===== src/include/riscvControl_macros.svh =====
`ifndef RISCVCONTROL_MACROS_SVH
`define RISCVCONTROL_MACROS_SVH

// data word width, also the instruction and immediate width
`define XLEN 32

// memory access control code width
`define MEM_CONTROL_WIDTH 4

// alu operation code width
`define ALU_OP_WIDTH 4

`endif


===== src/InstrFormatPkg.sv =====
package InstrFormatPkg;

  // rv32i major opcodes, low two bits are always 2'b11
  typedef enum logic [6:0] {
    OPC_OP     = 7'b0110011,
    OPC_OP_IMM = 7'b0010011,
    OPC_LOAD   = 7'b0000011,
    OPC_STORE  = 7'b0100011,
    OPC_BRANCH = 7'b1100011,
    OPC_JAL    = 7'b1101111,
    OPC_JALR   = 7'b1100111,
    OPC_LUI    = 7'b0110111,
    OPC_AUIPC  = 7'b0010111
  } OpcodeT;

  // register-register format
  typedef struct packed {
    logic [6:0] funct7;
    logic [4:0] rs2;
    logic [4:0] rs1;
    logic [2:0] funct3;
    logic [4:0] rd;
    OpcodeT     opcode;
  } RTypeT;

  // immediate, loads and jalr
  typedef struct packed {
    logic [11:0] imm;
    logic [4:0]  rs1;
    logic [2:0]  funct3;
    logic [4:0]  rd;
    OpcodeT      opcode;
  } ITypeT;

  // store, immediate split around rs2/rs1
  typedef struct packed {
    logic [6:0] immHigh;
    logic [4:0] rs2;
    logic [4:0] rs1;
    logic [2:0] funct3;
    logic [4:0] immLow;
    OpcodeT     opcode;
  } STypeT;

  // branch, bit 11 parked where rd would be
  typedef struct packed {
    logic       immBit12;
    logic [5:0] immHigh;
    logic [4:0] rs2;
    logic [4:0] rs1;
    logic [2:0] funct3;
    logic [3:0] immLow;
    logic       immBit11;
    OpcodeT     opcode;
  } BTypeT;

  // lui / auipc
  typedef struct packed {
    logic [19:0] imm;
    logic [4:0]  rd;
    OpcodeT      opcode;
  } UTypeT;

  // jal, scrambled 20-bit offset
  typedef struct packed {
    logic       immBit20;
    logic [9:0] immLow;
    logic       immBit11;
    logic [7:0] immHigh;
    logic [4:0] rd;
    OpcodeT     opcode;
  } JTypeT;

  // one 32-bit word, six ways to read it
  typedef union packed {
    RTypeT rType;
    ITypeT iType;
    STypeT sType;
    BTypeT bType;
    UTypeT uType;
    JTypeT jType;
  } InstrWordU;

endpackage


===== src/ControlTypesPkg.sv =====
`include "riscvControl_macros.svh"

package ControlTypesPkg;

  // coarse instruction class
  typedef enum logic [2:0] {
    REG_COMMPUTATION,
    IMM_COMPUTATION,
    LOAD,
    STORE,
    UPPER,
    JUMP,
    BRANCH,
    NONE
  } InstructionTypes;

  // refinement within a class, NO_SUBTYPE for computations
  typedef enum logic [4:0] {
    NO_SUBTYPE,
    LOAD_WORD, LOAD_HALF, LOAD_BYTE, ULOAD_HALF, ULOAD_BYTE,
    STORE_WORD, STORE_HALF, STORE_BYTE,
    BEQ, BNE, BLT, BGE, BLTU, BGEU,
    LOAD_UPPER_IMM, ADD_UPPER_PC,
    JAL_LINK, JALR_LINK
  } InstructionSubTypes;

  // memory access control, codes fixed by the memory side
  typedef enum logic [`MEM_CONTROL_WIDTH-1:0] {
    MEM_LW   = 4'd0,
    MEM_LH   = 4'd1,
    MEM_LB   = 4'd2,
    MEM_LHU  = 4'd3,
    MEM_LBU  = 4'd4,
    MEM_SW   = 4'd5,
    MEM_SH   = 4'd6,
    MEM_SB   = 4'd7,
    MEM_NONE = 4'd8
  } MemControlT;

  // alu operation
  typedef enum logic [`ALU_OP_WIDTH-1:0] {
    ALU_ADD, ALU_SUB, ALU_SLL, ALU_SLT, ALU_SLTU, ALU_XOR,
    ALU_SRL, ALU_SRA, ALU_OR, ALU_AND, ALU_PASSB
  } AluOpT;

endpackage


===== src/InstructionClassifier.sv =====
`timescale 1ns/1ps

module InstructionClassifier
  import InstrFormatPkg::*;
  import ControlTypesPkg::*;
(
  input  InstrWordU          instr,
  output InstructionTypes    instrType,
  output InstructionSubTypes instrSubType,
  output logic               illegal
);

  always_comb begin
    instrType    = NONE;
    instrSubType = NO_SUBTYPE;
    illegal      = 1'b0;

    // opcode sits at the same place in every view
    case (instr.rType.opcode)
      OPC_OP:     instrType = REG_COMMPUTATION;
      OPC_OP_IMM: instrType = IMM_COMPUTATION;

      OPC_LOAD: begin
        instrType = LOAD;
        case (instr.iType.funct3)
          3'b000:  instrSubType = LOAD_BYTE;
          3'b001:  instrSubType = LOAD_HALF;
          3'b010:  instrSubType = LOAD_WORD;
          3'b100:  instrSubType = ULOAD_BYTE;
          3'b101:  instrSubType = ULOAD_HALF;
          // 011, 110, 111 reserved in rv32i
          default: illegal = 1'b1;
        endcase
      end

      OPC_STORE: begin
        instrType = STORE;
        case (instr.sType.funct3)
          3'b000:  instrSubType = STORE_BYTE;
          3'b001:  instrSubType = STORE_HALF;
          3'b010:  instrSubType = STORE_WORD;
          default: illegal = 1'b1;
        endcase
      end

      OPC_BRANCH: begin
        instrType = BRANCH;
        case (instr.bType.funct3)
          3'b000:  instrSubType = BEQ;
          3'b001:  instrSubType = BNE;
          3'b100:  instrSubType = BLT;
          3'b101:  instrSubType = BGE;
          3'b110:  instrSubType = BLTU;
          3'b111:  instrSubType = BGEU;
          // 010 and 011 unused
          default: illegal = 1'b1;
        endcase
      end

      OPC_JAL: begin
        instrType    = JUMP;
        instrSubType = JAL_LINK;
      end

      OPC_JALR: begin
        instrType    = JUMP;
        instrSubType = JALR_LINK;
        // jalr only defined with funct3 zero
        if (instr.iType.funct3 != 3'b000) begin
          illegal = 1'b1;
        end
      end

      OPC_LUI: begin
        instrType    = UPPER;
        instrSubType = LOAD_UPPER_IMM;
      end

      OPC_AUIPC: begin
        instrType    = UPPER;
        instrSubType = ADD_UPPER_PC;
      end

      // csr, fence, system and garbage land here
      default: illegal = 1'b1;
    endcase

    // an illegal word carries no class downstream
    if (illegal) begin
      instrType    = NONE;
      instrSubType = NO_SUBTYPE;
    end
  end

  always_comb begin
    illegalHasNoType: assert final (!illegal || instrType == NONE)
      else $error("illegal word classified as %s", instrType.name());
  end

endmodule


===== src/ControlDecode.sv =====
`timescale 1ns/1ps

module ControlDecode
  import ControlTypesPkg::*;
(
  input  InstructionTypes    instrType,
  input  InstructionSubTypes instrSubType,
  input  logic               zero,
  output MemControlT         memControl,
  output logic               resultSrc,
  output logic               pcSrc,
  output logic               aluSrc,
  output logic               regWrite,
  output logic               memWrite
);

  // datapath controls from type, subtype refines upper and branch
  always_comb begin
    regWrite  = 1'b0;
    aluSrc    = 1'b0;
    pcSrc     = 1'b0;
    resultSrc = 1'b0;
    memWrite  = 1'b0;

    case (instrType)
      REG_COMMPUTATION: regWrite = 1'b1;

      IMM_COMPUTATION: begin
        regWrite = 1'b1;
        aluSrc   = 1'b1;
      end

      // address is rs1 + imm
      LOAD: begin
        regWrite = 1'b1;
        aluSrc   = 1'b1;
      end

      STORE: begin
        memWrite = 1'b1;
        aluSrc   = 1'b1;
      end

      UPPER: begin
        regWrite = 1'b1;
        if (instrSubType == LOAD_UPPER_IMM) begin
          aluSrc = 1'b1;
        end else begin
          // auipc result comes from the pc adder, pc still steps by 4
          resultSrc = 1'b1;
        end
      end

      // link value pc+4 goes to rd, target uses the immediate
      JUMP: begin
        pcSrc     = 1'b1;
        regWrite  = 1'b1;
        resultSrc = 1'b1;
        aluSrc    = 1'b1;
      end

      BRANCH: begin
        case (instrSubType)
          // zero high means rs1 == rs2
          BEQ:     pcSrc = zero;
          BNE:     pcSrc = ~zero;
          // ordered compares not resolved here
          default: pcSrc = 1'b0;
        endcase
      end

      default: ;
    endcase
  end

  // memory access width and sign
  always_comb begin
    case (instrSubType)
      LOAD_WORD:  memControl = MEM_LW;
      LOAD_HALF:  memControl = MEM_LH;
      LOAD_BYTE:  memControl = MEM_LB;
      ULOAD_HALF: memControl = MEM_LHU;
      ULOAD_BYTE: memControl = MEM_LBU;
      STORE_WORD: memControl = MEM_SW;
      STORE_HALF: memControl = MEM_SH;
      STORE_BYTE: memControl = MEM_SB;
      default:    memControl = MEM_NONE;
    endcase
  end

  always_comb begin
    singleWriter: assert final (!(regWrite && memWrite))
      else $error("regWrite and memWrite both high");
    storeHasStoreCode: assert final
      (!memWrite || memControl inside {MEM_SW, MEM_SH, MEM_SB})
      else $error("memWrite with memControl %s", memControl.name());
  end

endmodule


===== src/AluControlDecode.sv =====
`timescale 1ns/1ps

module AluControlDecode
  import InstrFormatPkg::*;
  import ControlTypesPkg::*;
(
  input  InstructionTypes instrType,
  input  InstrWordU       instr,
  output AluOpT           aluOp
);

  logic bit30;
  logic isRegOp;

  // funct7[5] is instruction bit 30
  assign bit30   = instr.rType.funct7[5];
  assign isRegOp = (instrType == REG_COMMPUTATION);

  always_comb begin
    // loads, stores, jumps and auipc all add
    aluOp = ALU_ADD;

    case (instrType)
      REG_COMMPUTATION, IMM_COMPUTATION: begin
        case (instr.rType.funct3)
          // addi has no sub form, bit 30 is immediate there
          3'b000:  aluOp = (isRegOp && bit30) ? ALU_SUB : ALU_ADD;
          3'b001:  aluOp = ALU_SLL;
          3'b010:  aluOp = ALU_SLT;
          3'b011:  aluOp = ALU_SLTU;
          3'b100:  aluOp = ALU_XOR;
          // shifts keep bit 30 in both forms
          3'b101:  aluOp = bit30 ? ALU_SRA : ALU_SRL;
          3'b110:  aluOp = ALU_OR;
          default: aluOp = ALU_AND;
        endcase
      end

      // subtract drives the zero flag for beq/bne
      BRANCH: aluOp = ALU_SUB;

      UPPER: begin
        if (instr.uType.opcode == OPC_LUI) begin
          aluOp = ALU_PASSB;
        end
      end

      default: ;
    endcase
  end

endmodule


===== src/ImmediateGenerator.sv =====
`timescale 1ns/1ps
`include "riscvControl_macros.svh"

module ImmediateGenerator
  import InstrFormatPkg::*;
(
  input  InstrWordU          instr,
  output logic [`XLEN-1:0]   imm
);

  always_comb begin
    case (instr.rType.opcode)
      // i format, 12 bits
      OPC_OP_IMM, OPC_LOAD, OPC_JALR:
        imm = {{(`XLEN-12){instr.iType.imm[11]}}, instr.iType.imm};

      OPC_STORE:
        imm = {{(`XLEN-12){instr.sType.immHigh[6]}},
               instr.sType.immHigh, instr.sType.immLow};

      // branch offset, halfword aligned
      OPC_BRANCH:
        imm = {{(`XLEN-13){instr.bType.immBit12}}, instr.bType.immBit12,
               instr.bType.immBit11, instr.bType.immHigh,
               instr.bType.immLow, 1'b0};

      // upper 20 bits, low 12 zero
      OPC_LUI, OPC_AUIPC:
        imm = {instr.uType.imm, 12'b0};

      OPC_JAL:
        imm = {{(`XLEN-21){instr.jType.immBit20}}, instr.jType.immBit20,
               instr.jType.immHigh, instr.jType.immBit11,
               instr.jType.immLow, 1'b0};

      // r format and unknown opcodes
      default: imm = '0;
    endcase
  end

endmodule


===== src/DecodeExecuteRegister.sv =====
`timescale 1ns/1ps
`include "riscvControl_macros.svh"

module DecodeExecuteRegister
  import ControlTypesPkg::*;
(
  input  logic               clk,
  input  logic               rst,
  input  logic               instrValid,
  input  logic               illegal,
  input  MemControlT         memControl,
  input  logic               resultSrc,
  input  logic               pcSrc,
  input  logic               aluSrc,
  input  logic               regWrite,
  input  logic               memWrite,
  input  AluOpT              aluOp,
  input  logic [`XLEN-1:0]   imm,
  output logic               exValid,
  output logic               exIllegal,
  output MemControlT         exMemControl,
  output logic               exResultSrc,
  output logic               exPcSrc,
  output logic               exAluSrc,
  output logic               exRegWrite,
  output logic               exMemWrite,
  output AluOpT              exAluOp,
  output logic [`XLEN-1:0]   exImm
);

  logic squash;
  logic accept;

  // stage holds a taken branch or jump so the incoming word is wrong path
  assign squash = exValid && exPcSrc;
  assign accept = instrValid && !illegal && !squash;

  always_ff @(posedge clk) begin
    if (rst) begin
      exValid      <= 1'b0;
      exIllegal    <= 1'b0;
      exMemControl <= MEM_NONE;
      exResultSrc  <= 1'b0;
      exPcSrc      <= 1'b0;
      exAluSrc     <= 1'b0;
      exRegWrite   <= 1'b0;
      exMemWrite   <= 1'b0;
    end else begin
      exValid <= accept;
      // only a real, non-squashed word can trap
      exIllegal <= instrValid && illegal && !squash;
      if (accept) begin
        exMemControl <= memControl;
        exResultSrc  <= resultSrc;
        exPcSrc      <= pcSrc;
        exAluSrc     <= aluSrc;
        exRegWrite   <= regWrite;
        exMemWrite   <= memWrite;
      end else begin
        // bubble
        exMemControl <= MEM_NONE;
        exResultSrc  <= 1'b0;
        exPcSrc      <= 1'b0;
        exAluSrc     <= 1'b0;
        exRegWrite   <= 1'b0;
        exMemWrite   <= 1'b0;
      end
    end
  end

  // operands follow the input every cycle
  always_ff @(posedge clk) begin
    exAluOp <= aluOp;
    exImm   <= imm;
  end

  bubbleIsQuiet: assert property (@(posedge clk) disable iff (rst)
    !exValid |-> !(exPcSrc || exRegWrite || exMemWrite))
    else $error("bubble carries write or pc control");

endmodule


===== src/ControlUnit.sv =====
`timescale 1ns/1ps
`include "riscvControl_macros.svh"

module ControlUnit
  import ControlTypesPkg::*;
(
  input  logic               clk,
  input  logic               rst,
  input  logic               instrValid,
  input  logic [`XLEN-1:0]   instr,
  input  logic               zero,
  output logic               exValid,
  output logic               exIllegal,
  output MemControlT         exMemControl,
  output logic               exResultSrc,
  output logic               exPcSrc,
  output logic               exAluSrc,
  output logic               exRegWrite,
  output logic               exMemWrite,
  output AluOpT              exAluOp,
  output logic [`XLEN-1:0]   exImm
);

  // decode side, all combinational
  InstructionTypes    instrType;
  InstructionSubTypes instrSubType;
  logic               illegal;
  MemControlT         memControl;
  logic               resultSrc;
  logic               pcSrc;
  logic               aluSrc;
  logic               regWrite;
  logic               memWrite;
  AluOpT              aluOp;
  logic [`XLEN-1:0]   imm;

  // raw word maps straight onto the format union
  InstructionClassifier u_classifier (
    .instr        (instr),
    .instrType    (instrType),
    .instrSubType (instrSubType),
    .illegal      (illegal)
  );

  // zero belongs to the word presented this cycle
  ControlDecode u_controlDecode (
    .instrType    (instrType),
    .instrSubType (instrSubType),
    .zero         (zero),
    .memControl   (memControl),
    .resultSrc    (resultSrc),
    .pcSrc        (pcSrc),
    .aluSrc       (aluSrc),
    .regWrite     (regWrite),
    .memWrite     (memWrite)
  );

  AluControlDecode u_aluControlDecode (
    .instrType (instrType),
    .instr     (instr),
    .aluOp     (aluOp)
  );

  ImmediateGenerator u_immGen (
    .instr (instr),
    .imm   (imm)
  );

  // single clock of latency, squash and illegal handling
  DecodeExecuteRegister u_decodeExecute (
    .clk          (clk),
    .rst          (rst),
    .instrValid   (instrValid),
    .illegal      (illegal),
    .memControl   (memControl),
    .resultSrc    (resultSrc),
    .pcSrc        (pcSrc),
    .aluSrc       (aluSrc),
    .regWrite     (regWrite),
    .memWrite     (memWrite),
    .aluOp        (aluOp),
    .imm          (imm),
    .exValid      (exValid),
    .exIllegal    (exIllegal),
    .exMemControl (exMemControl),
    .exResultSrc  (exResultSrc),
    .exPcSrc      (exPcSrc),
    .exAluSrc     (exAluSrc),
    .exRegWrite   (exRegWrite),
    .exMemWrite   (exMemWrite),
    .exAluOp      (exAluOp),
    .exImm        (exImm)
  );

endmodule


===== config.mk =====
export PLATFORM = sky130hd
export DESIGN_NAME = ControlUnit
export DESIGN_NICKNAME = d
export VERILOG_FILES = /design/src/InstrFormatPkg.sv /design/src/ControlTypesPkg.sv /design/src/InstructionClassifier.sv /design/src/ControlDecode.sv /design/src/AluControlDecode.sv /design/src/ImmediateGenerator.sv /design/src/DecodeExecuteRegister.sv /design/src/ControlUnit.sv
export VERILOG_INCLUDE_DIRS = /design/src /design/src/include
export SDC_FILE = /design/constraint.sdc
export NUM_CORES = 1
export LEC_CHECK = 0
export BUFFER_PORTS_ARGS = -buffer_cell sky130_fd_sc_hd__buf_4
export CORE_MARGIN = 2
export CORE_UTILIZATION = 43
export DETAILED_ROUTE_END_ITERATION = 10
export PLACE_DENSITY = 0.75
export SLEW_MARGIN = 5
export SYNTH_ARGS = -nofsm -noshare
export SYNTH_HDL_FRONTEND = slang
export SYNTH_SLANG_ARGS = --single-unit

===== constraint.sdc =====
create_clock -name clk -period 2.3 [get_ports clk]
set_input_delay 0.115 -clock clk [delete_from_list [all_inputs] [get_ports clk]]
set_output_delay 0.115 -clock clk [all_outputs]
set_load 0.03 [all_outputs]

After elaboration in Yosys (flattened, before gate mapping)
Memories as Yosys holds them, arrays and structs flattened. A register that Yosys moved wholly into a read port is not among the register bits.
Index checks and enable logic that the tools add are counted.
{"block": "classes", "n_eq_ne": 25, "muxes": 26, "bitwise": 2, "reduce_logical": 23}
{"cell": "case mux 32 bit (5 select lines)", "count": 1}
{"cell": "case mux 5 bit (7 select lines)", "count": 1}
{"cell": "case mux 4 bit (7 select lines)", "count": 1}
{"cell": "case mux 4 bit (3 select lines)", "count": 2}
{"cell": "case mux 4 bit (6 select lines)", "count": 1}
{"cell": "== test 3 bit (second input constant)", "count": 7}
{"cell": "== test 7 x 6 -> 1 bit (second input constant)", "count": 3}
{"cell": "== test 7 bit (second input constant)", "count": 3}
{"cell": "case mux 3 bit (7 select lines)", "count": 1}
{"cell": "== test 5 x 4 -> 1 bit (second input constant)", "count": 3}
{"cell": "case mux 3 bit (5 select lines)", "count": 1}
{"cell": "OR reduction 5 bit", "count": 3}
{"cell": "== test 7 x 5 -> 1 bit (second input constant)", "count": 2}
{"cell": "== test 3 x 2 -> 1 bit (second input constant)", "count": 4}
{"cell": "two-way mux 1 bit", "count": 10}
{"cell": "OR reduction 3 bit", "count": 3}
{"cell": "case mux 1 bit (2 select lines)", "count": 4}
{"cell": "OR reduction 2 bit", "count": 4}
{"cell": "== test 7 x 2 -> 1 bit (second input constant)", "count": 1}
{"cell": "== test 3 x 1 -> 1 bit (second input constant)", "count": 2}
{"cell": "logical AND 1 bit", "count": 6}
{"cell": "zero test 3 bit", "count": 2}
{"cell": "OR reduction 6 bit", "count": 1}
{"cell": "two-way mux 5 bit", "count": 1}
{"cell": "7 further kinds", "count": 9}
{"block": "word_totals", "register_bits": 43, "mem_bits_ro": 64, "out_inout_bits": 47, "n_memories": 1}
{"name": "(no name shown)", "words": 16, "word_bits": 4, "rd": 1, "rd_ports_with_merged_regs": 1, "write_ports": 0, "line": "ControlDecode.sv:78", "text": "case (instrSubType)"}

Depth between registers and ports, before layout
Gate-level depths: netlist of the first run.
{"block": "depth", "depth_word": 10, "depth_mapped": 12, "mapped_depth_nobuf": 10}

Modules after synthesis
From an unflattened synthesis of the first run, not the netlist that was laid out.
{"block": "hier_totals", "hier_cells": 260, "area_unflattened_um2": 2386.0}
{"mod": "DecodeExecuteRegister", "instances": 1, "cells_each": 62, "area_each_um2": 1058.5, "seq_area_each_um2": 940.9}
{"mod": "ImmediateGenerator", "instances": 1, "cells_each": 79, "area_each_um2": 546.8, "seq_area_each_um2": 0.0}
{"mod": "InstructionClassifier", "instances": 1, "cells_each": 66, "area_each_um2": 397.9, "seq_area_each_um2": 0.0}
{"mod": "ControlDecode", "instances": 1, "cells_each": 34, "area_each_um2": 256.5, "seq_area_each_um2": 0.0}
{"mod": "AluControlDecode", "instances": 1, "cells_each": 19, "area_each_um2": 126.4, "seq_area_each_um2": 0.0}

Least setup slack after synthesis of the first run
OpenSTA, ideal clock, no wires.
{"block": "synth_path", "kind": "input to register", "startpoint": "in instr[3]", "endpoint": "reg u_decodeExecute.exMemControl[1]", "setup_time_ps": 117, "arrival_ps": 2113, "setup_slack_ps": 70, "cell_stages": 10, "n_path_buf": 0, "path_cell_list": "nand3b_1 or4_1 o2bb2ai_1 nor2_1 o31ai_1 inv_1 ha_1 mux2_2 a22oi_1 nor2_1"}
{"block": "synth_via", "elab_chain_len": 8}
{"item": "from (decl)", "line": "ControlUnit.sv:10", "text": "input logic [`XLEN-1:0] instr,"}
{"item": "== test 7 x 6 -> 1 bit (tied with other cells)", "line": "InstructionClassifier.sv:19", "text": "case (instr.rType.opcode)"}
{"item": "OR reduction 5 bit (no line)"}
{"item": "case mux 1 bit (5 select lines)", "line": "InstructionClassifier.sv:19"}
{"item": "zero test 1 bit", "line": "DecodeExecuteRegister.sv:36", "text": "assign accept = instrValid && !illegal && !squash;"}
{"item": "logical AND 1 bit (2 in series)", "line": "DecodeExecuteRegister.sv:36"}
{"item": "NOT 1 bit (no line)"}
{"item": "OR reduction 3 bit (no line)"}
{"item": "to (decl)", "line": "DecodeExecuteRegister.sv:21", "text": "output MemControlT exMemControl,"}
Several ways; a longest one is shown, not always the timed one.
A chain may end at the register's enable or synchronous reset.

Final worst setup path of the first run
Ends and elaborated chain as after synthesis.

==> results.py, run 1 <==
metrics = {
    "outcome": {
        "status": "complete, no violations",
    },
    "worst_setup_path": {
        "cp.required_ps": 2490,
        "worstReg2RegStart": "u_decodeExecute.exPcSrc",
        "cp_max_fo": 3,
        "path_class": "input port to flop",
        "rr_worst_depth": 5,
        "cp.arrival_ps": 2290,
        "r2r-end": "u_decodeExecute.exMemControl[3]",
        "ff2ff_setup_slack_ps": 700,
        "endpoint_kind": "flop",
        "crit_path_start_kind": "input port",
    },
    "synth": {
        "ys_ff_latch": 47,
        "synthTopCellsByArea": "dfxtp_1 (45%), a21o_1 (7.2%), nor2_1 (3.2%)",
        "yosysSeqAreaShare_pct": 45.2,
        "yosysMostFrequentCell": "dfxtp_1",
        "synthArstFlopShare_pct": 0,
        "syn-num-nets": 264,
        "synth_common_cells": "dfxtp_1 (47), a21o_1 (20), nor2_1 (18), nand2_1 (10)",
        "synthDominantCellAreaShare_pct": 45.2,
        "ys_types": 50,
        "synth_top_cell_by_area": "dfxtp_1",
        "ys.flop_type": "dfxtp_1",
        "netlist_area_um2": 2080,
        "avgSynthCellArea_um2": 9.28,
        "ys.warnings.count": 0,
        "synth_edf_count": 0,
        "synthCells": 224,
    },
    "min_path": {
        "hp-class": "input port to flop",
        "min_to": "u_decodeExecute.exImm[19]",
        "whs_path_depth": 2,
        "hold_start": "instr[19]",
    },
    "drt": {
        "ant_nets": 0,
        "drt-total-wl_mm": 5.55,
        "drc": 0,
        "drt-pass1-iter-count": 4,
        "drtIter0Drc": 78,
        "vias": 1997,
        "viasPerCell": 5.40,
        "wl_per_cell_um": 15.0,
    },
    "sta": {
        "finalCritPeriodShare_pct": 91.1,
        "setup_tns_ps": 0,
        "setup_viol": 0,
        "finalCriticalPeriod_ps": 2090,
        "max_freq_mhz": 477,
        "rsz0062_at_grt": "no",
        "maxSlewViolCount": 0,
        "relSlewSlack_pct": 69.2,
        "hold_viol": 0,
        "fin_skew_ps": 3.15,
        "worst_pin_slew_ps": 459,
    },
    "power_and_ir_drop": {
        "p_leak_nw": 1.52,
        "power.switching_uw": 387,
        "comb_power_share_pct": 14.5,
        "sw_frac_of_total_pct": 24.3,
        "finalPower_mw": 1.60,
        "pwr-share-seq_pct": 52.2,
        "power_density_nw_per_um2": 545,
        "peakVddDrop_uv": 237,
        "power_frac_clock_pct": 33.3,
        "p_int_mw": 1.21,
    },
    "final_layout": {
        "diodes": 0,
        "drive_gt1_share_pct": 36.4,
        "stdcell_count": 370,
        "nNetsFinal": 355,
        "num-fill-cells": 403,
        "area_growth_pct": 40.7,
    },
    "cts": {
        "clk_latency_ps": 290,
        "clkTransAtPathRegs_ps": 80,
        "post_cts_buffers": 0,
        "cts_buffers": 5,
        "holdBufCountCts": 1,
        "cts_tree": "yes",
        "clock-sinks": 47,
        "h-tree-depth": 2,
        "root_buffer": "clkbuf_8",
        "cts-resized-gates": 0,
        "cts_buffer_depth": 2,
    },
    "job": {
        "maxCapViolations": 0,
    },
    "placement": {
        "post-dp-hpwl_mm": 4.16,
        "portBuffers": 82,
        "place_congestion": 0.883,
        "dp_cells": 359,
    },
    "die": {
        "std_cell_rows": 25,
        "dieWidth_um": 73.5,
        "core-area_um2": 4690,
        "dieArea_um2": 5410,
        "initial_core_util_pct": 44.3,
        "die_y_um": 73.5,
        "io_pins": 83,
    },
    "global_route": {
        "antenna_found_initial": 0,
        "grt_pass1_wl_mm": 8.40,
        "grt_max_degree": 17,
        "grt-ovfl-total": 0,
        "grt_pass1_vias": 1751,
        "grt_usage_pct": 20.0,
    },
}
-- stage by stage --
step | setup WS, ps | area [µm²] | util (%) | hold WS [ps]
floorplan | 70.2 | 2080 | - | 225
finish | 205 | 2930 | 62.3 | 12.3
global route | 85.3 | 2930 | 62.3 | 2.92
global placement | 56.3 | 2790 | 59.5 | 308
detailed placement | -63.4 | 2790 | 59.5 | 311
CTS | 238 | 2910 | 61.9 | 1.28
-- placed cells by master, fill, tap and decap left out, drive strengths merged, types with 3 or more instances in the layout --
master | netlist | final
a21o | 20 | 20
nor2b | 9 | 9
dlygate4sd3 | 0 | 3
inv | 9 | 9
clkbuf | 8 | 7
nor2 | 18 | 18
nor3 | 5 | 5
mux2 | 3 | 3
ha | 4 | 4
nand2b | 8 | 8
o21ai | 11 | 11
a22o | 4 | 4
and3 | 3 | 3
nand3 | 6 | 6
nand3b | 3 | 3
a22oi | 3 | 3
dfxtp | 47 | 47
a211oi | 3 | 3
buf | 7 | 96
nand2 | 10 | 10
and2 | 3 | 3
a21oi | 9 | 9
-- cell families (layout without fill, tap and decap cells) --
family          Yosys count  count (layout)  synth area share (%)
simple gates             77              77                  20.6
compound gates           65              65                  23.0
flops                    47              47                  45.2
buf+inv                  24             116                  5.29
fa+ha+maj                 4               4                  2.41
mux                       4               4                  2.11
xor+xnor                  3               3                  1.26
-- registers in the layout (all words and copies together) (netlist names) --
| signal | count |
|---|---|
| u_decodeExecute.exImm | 32 |
| u_decodeExecute.exAluSrc | 1 |
| u_decodeExecute.exAluOp | 4 |
| u_decodeExecute.exIllegal | 1 |
| u_decodeExecute.exValid | 1 |
| u_decodeExecute.exRegWrite | 1 |
| u_decodeExecute.exMemWrite | 1 |
| u_decodeExecute.exMemControl | 4 |
| u_decodeExecute.exResultSrc | 1 |
| u_decodeExecute.exPcSrc | 1 |
-- power by group through the flow --
stage	combinational, mW	clock [mW]	sequential, mW
floorplan	0.0868	0	0.884
global placement	0.223	0	0.852
detailed placement	0.223	0	0.852
CTS	0.227	0.548	0.833
global route	0.249	0.576	0.834
finish	0.231	0.532	0.833
-- per-layer routing --
| metal | track usage (%) | part of all wire, % |
|---|---|---|
| met1 | 27.2 | 43 |
| met2 | 30.3 | 46 |
| met3 | 4.39 | 8.5 |
| met4 | 9.09 | 1.9 |
| met5 | 0 | 0 |
-- critical path, stage by stage --
cell       delay, ps
buf_4            120
nand3b_1         160
or4_1            540
o2bb2ai_1        270
nor2_1           100
o31ai_1          130
inv_1            130
ha_1             250
mux2_2           260
a22oi_1          140
nor2_1            60
-- how the worst max path moves through the flow --
stage / startpoint / to / slack, ps / depth (start not counted)
finish: instr[3] / u_decodeExecute.exMemControl[1] / 210 / 11
global route: instr[3] / u_decodeExecute.exMemControl[1] / 90 / 11
CTS: instr[3] / u_decodeExecute.exMemControl[1] / 240 / 11
detailed placement: instr[3] / u_decodeExecute.exMemControl[1] / -60 / 11
global placement: instr[3] / u_decodeExecute.exMemControl[1] / 60 / 11
floorplan: instr[3] / u_decodeExecute.exMemControl[1] / 70 / 10
-- area by class of cell --
cell class	instances	area, µm²	share of cell area [%]
timing repair buffer	99	751	25.7
tap	54	67.6	2.31
clock inverter	1	7.51	0.257
multi-input combinational	153	1030	35.2
clock buffer	7	96.3	3.29
inverter	9	33.8	1.15
sequential	47	941	32.2
No activity file was read; power rests on OpenSTA's default activity.
==> run 2, diff against run 1 <==
--- a/config.mk
+++ b/config.mk
@@ -6,11 +6,13 @@
 export SDC_FILE = /design/constraint.sdc
 export NUM_CORES = 1
 export LEC_CHECK = 0
+export ABC_AREA = 1
 export BUFFER_PORTS_ARGS = -buffer_cell sky130_fd_sc_hd__buf_4
 export CORE_MARGIN = 2
-export CORE_UTILIZATION = 43
+export CORE_UTILIZATION = 44
 export DETAILED_ROUTE_END_ITERATION = 10
-export PLACE_DENSITY = 0.75
+export MAX_ROUTING_LAYER = met4
+export PLACE_DENSITY = 0.76
 export SLEW_MARGIN = 5
 export SYNTH_ARGS = -nofsm -noshare
 export SYNTH_HDL_FRONTEND = slang
==> run 2 against run 1 <==
  * Register-to-register slack improved by 560 ps
  * Cell area rose by 0.38%
  * Critical path depth grew 4
  * Synthesized cell count up 29%
  * Clock power down 2%
  * Combinational power fell by 13%
  * Largest cell class unchanged
==> results.py, run 2 <==
metrics = {
    "die": {
        "die_y_um": 74.0,
        "std_cell_rows": 25,
        "dieWidth_um": 74.0,
        "initial_core_util_pct": 45.6,
        "dieArea_um2": 5470,
        "core-area_um2": 4720,
        "io_pins": 83,
    },
    "sta": {
        "fin_skew_ps": 5.42,
        "hold_viol": 0,
        "finalCritPeriodShare_pct": 74.5,
        "setup_tns_ps": 0,
        "finalWorstSetupSlack_ps": 587,
        "finalCriticalPeriod_ps": 1710,
        "maxSlewViolCount": 0,
        "worst_pin_slew_ps": 494,
        "relSlewSlack_pct": 66.8,
        "max_freq_mhz": 584,
        "rsz0062_at_grt": "no",
        "setup_viol": 0,
    },
    "synth": {
        "synthTopCellsByArea": "dfxtp_1 (44%), nand2_1 (12%), inv_1 (6.6%)",
        "yosysSeqAreaShare_pct": 43.7,
        "ys.warnings.count": 0,
        "synthArstFlopShare_pct": 0,
        "ys_ff_latch": 47,
        "synthDominantCellAreaShare_pct": 43.7,
        "netlist_area_um2": 2150,
        "syn-num-nets": 330,
        "ys.flop_type": "dfxtp_1",
        "synth_top_cell_by_area": "dfxtp_1",
        "synth_common_cells": "nand2_1 (71), dfxtp_1 (47), inv_1 (38), nor2_1 (28), nand3_1 (23)",
        "avgSynthCellArea_um2": 7.43,
        "synthCells": 290,
        "ys_types": 28,
        "synth_edf_count": 0,
        "yosysMostFrequentCell": "nand2_1",
    },
    "global_route": {
        "grt-ovfl-total": 0,
        "grt_usage_pct": 19.9,
        "grt_max_degree": 17,
        "antenna_found_initial": 0,
        "grt_pass1_vias": 1889,
        "grt_pass1_wl_mm": 8.14,
    },
    "final_layout": {
        "regMostFlops": "u_decodeExecute.exImm",
        "mostFrequentLayoutCell": "buf_4",
        "utilization_pct": 62.2,
        "area_growth_pct": 36.4,
        "multi_input_area_um2": 1020,
        "nNetsFinal": 417,
        "final_area_um2": 2940,
        "regArea_um2": 941,
        "layout.cells.most_common_list": "buf_4 (83), nand2_1 (71), dfxtp_1 (47)",
        "drive_gt1_share_pct": 34.7,
        "diodes": 0,
        "num-fill-cells": 442,
        "largest_register_ffs": 32,
        "reg_top3": "u_decodeExecute.exImm (32), u_decodeExecute.exAluOp (4), u_decodeExecute.exMemControl (4)",
    },
    "worst_setup_path": {
        "worstReg2RegStart": "u_decodeExecute.exPcSrc",
        "path_buf_inv": 3,
        "cp_slowest_cell": "nor2_2",
        "critical-path-top-delay-family": "simple AND/OR/NAND/NOR gates",
        "cp_max_fo": 6,
        "ff2ff_setup_slack_ps": 1260,
        "endpoint_kind": "flop",
        "cp.arrival_ps": 1950,
        "crit_path_start_kind": "input port",
        "startpoint": "instr[2]",
        "cp_num_cells": 15,
        "rr_worst_depth": 7,
        "r2r-end": "u_decodeExecute.exMemControl[2]",
        "slowest_delay_ps": 250,
        "path_class": "input port to flop",
        "endpoint": "u_decodeExecute.exResultSrc",
        "crit_chain": "buf_4, nor2_2, nand2_2, nor2_2, nand2_1, nand2_1, nand2_2, nand2_4, inv_1, nand2_2, inv_1, ha_1, nand3_1, nand2_1, a21oi_1",
        "cp.required_ps": 2540,
    },
    "cts": {
        "h-tree-depth": 2,
        "post_cts_buffers": 0,
        "clock-sinks": 47,
        "clkTransAtPathRegs_ps": 90,
        "root_buffer": "clkbuf_8",
        "cts-resized-gates": 0,
        "cts_tree": "yes",
        "clk_latency_ps": 300,
        "holdBufCountCts": 0,
        "cts_buffer_depth": 2,
        "cts_buffers": 5,
    },
    "outcome": {
        "status": "complete, no violations",
    },
    "drt": {
        "vias": 2050,
        "ant_nets": 0,
        "wl_per_cell_um": 11.6,
        "drt-total-wl_mm": 5.14,
        "wl_met3_um": 436,
        "drtIter0Drc": 64,
        "drc": 0,
        "wl_met2_mm": 2.38,
        "viasPerCell": 4.61,
        "drt-pass1-iter-count": 4,
        "top_layer": "met4",
        "wl_met1_mm": 2.21,
    },
    "placement": {
        "post-dp-hpwl_mm": 4.06,
        "pre_cts_slack_ps": 297,
        "portBuffers": 82,
        "placed_area_um2": 2840,
        "place_congestion": 0.988,
    },
    "power_and_ir_drop": {
        "p_leak_nw": 1.61,
        "power_density_nw_per_um2": 529,
        "peakVddDrop_uv": 242,
        "finalPower_mw": 1.55,
    },
    "job": {
        "maxCapViolations": 0,
    },
    "min_path": {
        "hp-class": "input port to flop",
    },
}
run 2: metrics by stage:
step                instances  hold WS [ps]
floorplan                 290           213
global placement          437           307
detailed placement        437           313
CTS                       445         0.565
global route              445          18.4
finish                    445          1.57
run 2: report_power, final:
group | switching (mW) | total (mW) | internal [mW]
registers | 0.00372 | 0.832 | 0.828
logic | 0.119 | 0.200 | 0.0814
clock network | 0.275 | 0.520 | 0.245
total | 0.398 | 1.55 | 1.15
run 2: final cells by class:
type	instances	share of cell area [%]
inverter	46	5.88
sequential	47	32.0
tap	67	2.85
clock inverter	2	0.554
multi-input combinational	194	34.6
clock buffer	6	2.81
timing repair buffer	83	21.2
run 2: worst min path at each step:
stage / start / to / slack, ps / cells after the start
floorplan: instr[30] / u_decodeExecute.exImm[10] / 210 / 2
global placement: instr[26] / u_decodeExecute.exImm[6] / 310 / 3
detailed placement: instr[27] / u_decodeExecute.exImm[7] / 310 / 3
CTS: instr[27] / u_decodeExecute.exImm[7] / 0.6 / 3
global route: instr[26] / u_decodeExecute.exImm[6] / 20 / 3
finish: instr[29] / u_decodeExecute.exImm[9] / 2 / 3
run 2: worst min-delay path: stages:
cell,delay (ps)
buf_4,80
nand2_1,40
inv_1,40
run 2: cells by family (layout without fill, tap and decap cells):
family                   after synthesis  after routing  share of synthesized area, %
AO/OA/AOI/OAI                         34             34                          9.36
AND/OR/NAND/NOR                      156            156                          35.6
buffers and inverters                 49            137                          9.06
flip-flops                            47             47                          43.7
adder cells (fa/ha/maj)                4              4                          2.32
run 2: routing by layer:
metal / up-vias / track usage, %
li1: 1075 / -
met1: 875 / 23.8
met2: 86 / 31.9
met3: 14 / 4.74
met4: 0 / 8.89
met5: - / -
